--- config.mk ---
export PLATFORM = sky130hd
export DESIGN_NAME = uart_fifo
export DESIGN_NICKNAME = d
export VERILOG_FILES = /design/src/uart_pkg.sv /design/src/sync_fifo.sv /design/src/uart_fifo.sv /design/src/uart_rx.sv /design/src/uart_tx.sv
export SDC_FILE = /design/constraint.sdc
export NUM_CORES = 2
export LEC_CHECK = 0
export BUFFER_PORTS_ARGS = -buffer_cell sky130_fd_sc_hd__buf_4
export CORE_UTILIZATION = 56
export CTS_CLUSTER_DIAMETER = 50
export DETAILED_ROUTE_END_ITERATION = 12
export HOLD_SLACK_MARGIN = 0.03
export PLACE_DENSITY = 0.77
export SLEW_MARGIN = 10
export SYNTH_ARGS = -nofsm -noshare
export SYNTH_HDL_FRONTEND = slang
export SYNTH_SLANG_ARGS = --single-unit
--- constraint.sdc ---
create_clock -name clk -period 5.7 [get_ports clk]
set_input_delay 1.71 -clock clk [delete_from_list [all_inputs] [get_ports clk]]
set_output_delay 1.71 -clock clk [all_outputs]
set_load 0.05 [all_outputs]
--- src/uart_pkg.sv ---
package uart_pkg;

    typedef logic [7:0] byte_t;

    // fifo flags, as reported by each sync_fifo.
    typedef struct packed {
        logic full;
        logic empty;
    } fifo_status_t;

    // host side request.
    typedef struct packed {
        logic  req;
        logic  nwr;  // high for a read.
        byte_t data;
    } host_req_t;

    typedef enum logic [1:0] {
        TX_IDLE,
        TX_START,
        TX_DATA,
        TX_STOP
    } tx_state_t;

    typedef enum logic [1:0] {
        RX_IDLE,
        RX_START,
        RX_DATA,
        RX_STOP
    } rx_state_t;

endpackage

--- src/sync_fifo.sv ---
`timescale 1ns/1ps

module sync_fifo #(
    parameter int SIZE_BITS = 7
) (
    input  logic                   clk,
    input  logic                   nreset,
    input  logic                   rreq,
    output logic                   rack,
    input  logic                   wreq,
    output logic                   wack,
    input  uart_pkg::byte_t        data_in,
    output uart_pkg::byte_t        data_out,
    output uart_pkg::fifo_status_t status
);

    localparam logic [SIZE_BITS:0] DEPTH = (SIZE_BITS + 1)'(1) << SIZE_BITS;

    uart_pkg::byte_t      mem [0:DEPTH-1];
    logic [SIZE_BITS-1:0] rptr;
    logic [SIZE_BITS-1:0] wptr;
    logic [SIZE_BITS:0]   count;
    logic                 do_read;
    logic                 do_write;

    assign status = '{full: (count == DEPTH), empty: (count == '0)};

    // a request still high in its ack cycle is not served twice.
    assign do_read  = rreq && !rack && !status.empty;
    assign do_write = wreq && !wack && !status.full;

    always_ff @(posedge clk) begin
        if (!nreset) begin
            rack  <= 1'b0;
            wack  <= 1'b0;
            rptr  <= '0;
            wptr  <= '0;
            count <= '0;
        end else begin
            rack <= do_read;
            wack <= do_write;
            if (do_read)
                rptr <= rptr + 1'b1;
            if (do_write)
                wptr <= wptr + 1'b1;
            case ({do_write, do_read})
                2'b10:   count <= count + 1'b1;
                2'b01:   count <= count - 1'b1;
                default: count <= count;  // none, or both at once.
            endcase
        end
    end

    // storage and read data.
    always_ff @(posedge clk) begin
        if (do_write)
            mem[wptr] <= data_in;
        if (do_read)
            data_out <= mem[rptr];
    end

endmodule

--- src/uart_fifo.sv ---
`timescale 1ns/1ps

module uart_fifo #(
    parameter int CLOCK_DIV          = 234,  // 27 MHz clock, 115200 baud.
    parameter int CLOCK_COUNTER_BITS = 8,
    parameter int RX_FIFO_BITS       = 7,
    parameter int TX_FIFO_BITS       = 7
) (
    input  logic            clk,
    input  logic            nreset,
    output logic            tx,
    input  logic            rx,
    input  logic            req,
    input  logic            nwr,
    input  uart_pkg::byte_t data_in,
    output uart_pkg::byte_t data_out,
    output logic            full,
    output logic            empty,
    output logic            ack
);

    uart_pkg::host_req_t    host;
    uart_pkg::fifo_status_t rx_status;
    uart_pkg::fifo_status_t tx_status;
    uart_pkg::byte_t        tx_data;
    uart_pkg::byte_t        rx_data;
    logic rack, wack;
    logic tx_fifo_rreq, tx_fifo_rack;
    logic rx_fifo_wreq, rx_fifo_wack;
    logic send, busy, done;
    logic in_flight;

    assign host  = '{req: req, nwr: nwr, data: data_in};
    assign ack   = rack | wack;
    assign full  = tx_status.full;
    assign empty = rx_status.empty;

    sync_fifo #(.SIZE_BITS(RX_FIFO_BITS)) rx_fifo (
        .clk(clk), .nreset(nreset),
        .rreq(host.req & host.nwr), .rack(rack),
        .wreq(rx_fifo_wreq), .wack(rx_fifo_wack),
        .data_in(rx_data), .data_out(data_out), .status(rx_status)
    );

    sync_fifo #(.SIZE_BITS(TX_FIFO_BITS)) tx_fifo (
        .clk(clk), .nreset(nreset),
        .rreq(tx_fifo_rreq), .rack(tx_fifo_rack),
        .wreq(host.req & ~host.nwr), .wack(wack),
        .data_in(host.data), .data_out(tx_data), .status(tx_status)
    );

    uart_tx #(.CLOCK_DIV(CLOCK_DIV), .CLOCK_COUNTER_BITS(CLOCK_COUNTER_BITS)) i_tx (
        .clk(clk), .nreset(nreset), .data(tx_data), .send(send), .tx(tx), .busy(busy)
    );

    uart_rx #(.CLOCK_DIV(CLOCK_DIV), .CLOCK_COUNTER_BITS(CLOCK_COUNTER_BITS)) i_rx (
        .clk(clk), .nreset(nreset), .rx(rx), .data(rx_data), .done(done)
    );

    // pop and send are pending until busy comes up.
    assign in_flight = tx_fifo_rreq | tx_fifo_rack | send;

    // ~~~~~~~~~~~~~~~~~~~~
    // transfer glue.
    always_ff @(posedge clk) begin
        if (!nreset) begin
            tx_fifo_rreq <= 1'b0;
            send         <= 1'b0;
            rx_fifo_wreq <= 1'b0;
        end else begin
            send <= tx_fifo_rack;  // byte is on tx_data now.
            if (tx_fifo_rack)
                tx_fifo_rreq <= 1'b0;
            else if (!busy && !in_flight && !tx_status.empty)
                tx_fifo_rreq <= 1'b1;

            // received byte is lost when the fifo is full.
            if (rx_fifo_wack)
                rx_fifo_wreq <= 1'b0;
            else if (done && !rx_status.full)
                rx_fifo_wreq <= 1'b1;
        end
    end

endmodule

--- src/uart_rx.sv ---
`timescale 1ns/1ps

module uart_rx #(
    parameter int CLOCK_DIV          = 234,
    parameter int CLOCK_COUNTER_BITS = 8
) (
    input  logic            clk,
    input  logic            nreset,
    input  logic            rx,
    output uart_pkg::byte_t data,
    output logic            done
);

    localparam logic [CLOCK_COUNTER_BITS-1:0] HALF = CLOCK_COUNTER_BITS'(CLOCK_DIV / 2 - 1);
    localparam logic [CLOCK_COUNTER_BITS-1:0] LAST = CLOCK_COUNTER_BITS'(CLOCK_DIV - 1);

    uart_pkg::rx_state_t           state;
    logic [CLOCK_COUNTER_BITS-1:0] count;
    logic [2:0]                    bit_idx;
    uart_pkg::byte_t               shift;
    logic                          rx_meta;
    logic                          rx_sync;
    logic                          rx_last;

    assign data = shift;

    // ~~~~~~~~~~~~~~~~~~~~
    // input synchronizer.
    always_ff @(posedge clk) begin
        if (!nreset) begin
            rx_meta <= 1'b1;
            rx_sync <= 1'b1;
            rx_last <= 1'b1;
        end else begin
            rx_meta <= rx;
            rx_sync <= rx_meta;
            rx_last <= rx_sync;  // for edge detect.
        end
    end

    // ~~~~~~~~~~~~~~~~~~~~
    // frame sequencer.
    always_ff @(posedge clk) begin
        if (!nreset) begin
            state   <= uart_pkg::RX_IDLE;
            count   <= '0;
            bit_idx <= '0;
            done    <= 1'b0;
        end else begin
            done  <= 1'b0;
            count <= (count == LAST) ? '0 : count + 1'b1;
            case (state)
                uart_pkg::RX_IDLE: begin
                    count <= '0;
                    if (rx_last && !rx_sync)
                        state <= uart_pkg::RX_START;
                end
                uart_pkg::RX_START:
                    if (count == HALF) begin
                        count   <= '0;  // now aligned to bit centres.
                        bit_idx <= '0;
                        state   <= rx_sync ? uart_pkg::RX_IDLE : uart_pkg::RX_DATA;
                    end
                uart_pkg::RX_DATA:
                    if (count == LAST) begin
                        shift   <= {rx_sync, shift[7:1]};  // lsb arrives first.
                        bit_idx <= bit_idx + 1'b1;
                        if (bit_idx == 3'd7)
                            state <= uart_pkg::RX_STOP;
                    end
                uart_pkg::RX_STOP:
                    if (count == LAST) begin
                        done  <= rx_sync;  // low stop bit drops the frame.
                        state <= uart_pkg::RX_IDLE;
                    end
                default: state <= uart_pkg::RX_IDLE;
            endcase
        end
    end

endmodule

--- src/uart_tx.sv ---
`timescale 1ns/1ps

module uart_tx #(
    parameter int CLOCK_DIV          = 234,
    parameter int CLOCK_COUNTER_BITS = 8
) (
    input  logic            clk,
    input  logic            nreset,
    input  uart_pkg::byte_t data,
    input  logic            send,
    output logic            tx,
    output logic            busy
);

    localparam logic [CLOCK_COUNTER_BITS-1:0] LAST = CLOCK_COUNTER_BITS'(CLOCK_DIV - 1);

    uart_pkg::tx_state_t           state;
    logic [CLOCK_COUNTER_BITS-1:0] count;
    logic [2:0]                    bit_idx;
    uart_pkg::byte_t               shift;

    assign busy = (state != uart_pkg::TX_IDLE);

    always_ff @(posedge clk) begin
        if (!nreset) begin
            state   <= uart_pkg::TX_IDLE;
            tx      <= 1'b1;
            count   <= '0;
            bit_idx <= '0;
        end else begin
            count <= (count == LAST) ? '0 : count + 1'b1;
            case (state)
                uart_pkg::TX_IDLE: begin
                    count <= '0;
                    if (send) begin
                        shift <= data;
                        tx    <= 1'b0;  // start bit.
                        state <= uart_pkg::TX_START;
                    end
                end
                uart_pkg::TX_START:
                    if (count == LAST) begin
                        tx      <= shift[0];
                        shift   <= shift >> 1;
                        bit_idx <= '0;
                        state   <= uart_pkg::TX_DATA;
                    end
                uart_pkg::TX_DATA:
                    if (count == LAST) begin
                        bit_idx <= bit_idx + 1'b1;
                        tx      <= (bit_idx == 3'd7) ? 1'b1 : shift[0];
                        shift   <= shift >> 1;
                        if (bit_idx == 3'd7)
                            state <= uart_pkg::TX_STOP;
                    end
                uart_pkg::TX_STOP:
                    if (count == LAST)
                        state <= uart_pkg::TX_IDLE;
                default: state <= uart_pkg::TX_IDLE;
            endcase
        end
    end

endmodule

==> impl_metrics.json <==
{
  "rr_endpoint": "tx_fifo.data_out[3]",
  "regArea_sq_um": 64100,
  "cp_max_fo": 4,
  "ant_nets": 0,
  "start_util": 0.565,
  "synth-adder-area-share": 0.00563,
  "r2r_start": "tx_fifo.rptr[2]",
  "rrSetupSlack_ns": 1.75,
  "netlist.area_leader.share": 0.736,
  "dp_cells": 6290,
  "cts_resized": 0,
  "postLayoutCellArea_sq_um": 94000,
  "vias_per_cell": 6.59,
  "synth_cell_types": 78,
  "routed_wl_um": 202000,
  "worst_clock_skew_ns": 0.0548,
  "postCtsHoldBufs": 0,
  "min_from": "i_rx.rx_meta",
  "nets": 4534,
  "numCtsBuffers": 208,
  "synthMuxAreaShare": 0.138,
  "ios": 25,
  "n_antenna_cell": 0,
  "critPathLaunchType": "flip-flop",
  "antenna_found_initial": 0,
  "cts_sinks": 2162,
  "leakage_nw": 28.0,
  "cp_data_required_time_ns": 3.99,
  "r2r_cells": 6,
  "worstHoldPathType": "reg2reg",
  "fmax_mhz": 231,
  "place_congestion": 0.938,
  "path_cells": "nor4_1, nand4_1, inv_1, buf_4",
  "synth_edf_count": 2080,
  "final_cell_mix": "edfxtp_1, mux4_2, nor2_1, mux2i_1, clkbuf_16",
  "crit_buf_inv": 2,
  "crit_arrival_ns": 2.62,
  "grt_remaining_overflow": 0,
  "power_w": 0.0325,
  "cts_buffer_depth": 3,
  "grt_usage": 0.266,
  "syn-num-nets": 4437,
  "firstDrtPassIters": 6,
  "max_stage_delay_ns": 0.58,
  "setup_violations": 0,
  "path_class": "reg2out",
  "grt_pass1_vias": 43925,
  "cp.depth": 4,
  "status": "finished clean",
  "die_w_um": 391,
  "vdd.ir_drop.worst_mv": 0.341,
  "wl_per_cell_um": 30.2,
  "synth-xor-area-share": 0.00413,
  "yosys.area.top_type": "edfxtp_1",
  "grt_pass1_wl_um": 296000,
  "worstSetupEndpointType": "primary output",
  "port_buffers": 24,
  "post_synth.cell_area_avg_sq_um": 19.3,
  "synthCells": 4387,
  "synth_top_family_by_area": "multiplexers",
  "dpl-instance-area_sq_um": 87100,
  "grt_max_degree": 131,
  "drt_iter0_markers": 5674,
  "clkSlewWorstSetupHoldPaths_ns": 0.06,
  "fin_crit_ns": 4.33,
  "crit_slowest_cell": "nor4_1",
  "ys.warnings.count": 0,
  "rsz0062_at_grt": "false",
  "core_sq_um": 150000,
  "post-route-period-util": 0.760,
  "cp_top_family": "simple AND/OR/NAND/NOR gates",
  "crit_end": "full",
  "drive_gt1_frac": 0.186,
  "async_flop_share": 0,
  "cts_setup_buffers": 0,
  "synth-seq-cells": 2162,
  "rows": 142,
  "tns_ns": 0,
  "synthTopCellsByArea": "edfxtp_1, mux4_2, mux2i_1",
  "dieArea_sq_um": 153000,
  "synth.cell_area_sq_um": 84900,
  "drt_drc_violations_left": 0,
  "final_common_cell": "edfxtp_1",
  "die_y_um": 391,
  "slew_violations": 0,
  "relSlewSlack": 0.219,
  "synth-compound-area-share": 0.0413,
  "hpwl_um": 120000,
  "root_buffer": "clkbuf_16",
  "clk_latency_ns": 0.86,
  "seq_area_frac_synth": 0.755,
  "nFillCells": 9796,
  "power_density_nw_per_um2": 346,
  "startpoint": "tx_fifo.count[3]",
  "final_cells": 6672,
  "cts_tree": "built",
  "multiInputGateArea_sq_um": 19400,
  "maxCapViolCount": 0,
  "htreeDepth": 4,
  "tightestPinTransition_ns": 1.17,
  "hold_violations": 0,
  "yosys.area_share.simple": 0.0383,
  "vias": 43965,
  "ys.flop_type": "edfxtp_1",
  "syn2layout_area_growth_pct": 10.8
}
-- sequential cells by signal, summed over array words and instances (netlist names), 8 cells and up, named ones only --
| name | cells |
|---|---|
| i_tx.count | 8 |
| tx_fifo.data_out | 8 |
| rx_fifo.data_out | 8 |
| tx_fifo.mem | 1024 |
| i_tx.shift | 8 |
| i_rx.count | 8 |
| tx_fifo.count | 8 |
| rx_fifo.mem | 1024 |
| rx_fifo.count | 8 |
| i_rx.data | 8 |
-- synth_stat cells (22+ instances only) --
library cell  instances
mux2_2               22
o221ai_1             34
edfxtp_1           2080
a211oi_1             50
inv_1                25
ha_1                 35
buf_2                89
mux4_2              384
buf_4                24
o22ai_1              34
dfxtp_1              82
and2_1               39
nor2_1              327
mux2i_1             284
a22oi_1              87
a21oi_1              57
clkbuf_1             80
o21ai_0              45
buf_6                30
nand2_1             146
a31oi_1              22
nand3_1              75
nor2b_1              43
-- how the worst min path moves through the flow --
stage,slack (ns),to,cells past startpoint
5_1_grt,0.43,i_rx.rx_sync,1
4_1_cts,0.42,i_rx.rx_sync,1
2_1_floorplan,0.39,i_rx.rx_sync,1
3_3_place_gp,0.40,i_rx.rx_sync,1
3_5_place_dp,0.40,i_rx.rx_sync,1
6_report,0.41,i_rx.rx_sync,1
-- per-layer routing --
| layer | vias to the layer above | share of wire | GRT usage | routed length (um) |
|---|---|---|---|---|
| met1 | 22477 | 0.37 | 0.361 | 75000 |
| met3 | 520 | 0.097 | 0.0511 | 19600 |
| met5 | - | 0 | 0 | 0 |
| met4 | 0 | 0.048 | 0.120 | 9750 |
| li1 | 18124 | - | - | - |
| met2 | 2844 | 0.48 | 0.422 | 97200 |
-- report_power, final --
part	total, W	leakage, nW	switching [W]	internal, W
Clock	0.0137	3.33	0.00596	0.00778
Combinational	0.00136	5.32	0.000775	0.000587
Sequential	0.0174	19.4	0.0000725	0.0173
-- worst reg2reg max path: stages, from the launching register on --
cell	delay [ns]
dfxtp_4	0.70
nor2b_1	0.71
nand2_1	0.64
o221ai_1	0.36
a21oi_1	0.12
a211oi_1	0.94
o32a_1	0.33
-- kinds of logic (layout without fill, tap and decap cells) --
kind of cell / count (synthesis) / count (layout)
xor+xnor: 40 / 40
mux: 690 / 690
fa+ha+maj: 37 / 37
flops: 2162 / 2162
buf+inv: 264 / 533
compound gates: 476 / 476
simple gates: 718 / 718
-- layout make-up --
cell class | count | share of cell area
clock buffers | 257 | 0.0582
clock inverters | 125 | 0.0151
well taps | 2016 | 0.0268
repair buffers | 122 | 0.0107
flip-flops and latches | 2162 | 0.682
inverters | 29 | 0.00116
multi-input cells | 1961 | 0.206
-- metrics by stage --
| stage | hold WS [ns] | worst slack, ns | utilization |
|---|---|---|---|
| detailed placement | 0.404 | 1.02 | 0.580 |
| global route | 0.426 | 1.22 | 0.626 |
| floorplan | 0.386 | 1.45 | - |
| finish | 0.408 | 1.37 | 0.626 |
| global placement | 0.405 | 1.07 | 0.580 |
| CTS | 0.416 | 1.34 | 0.626 |
(Power assumes the default switching activity.)
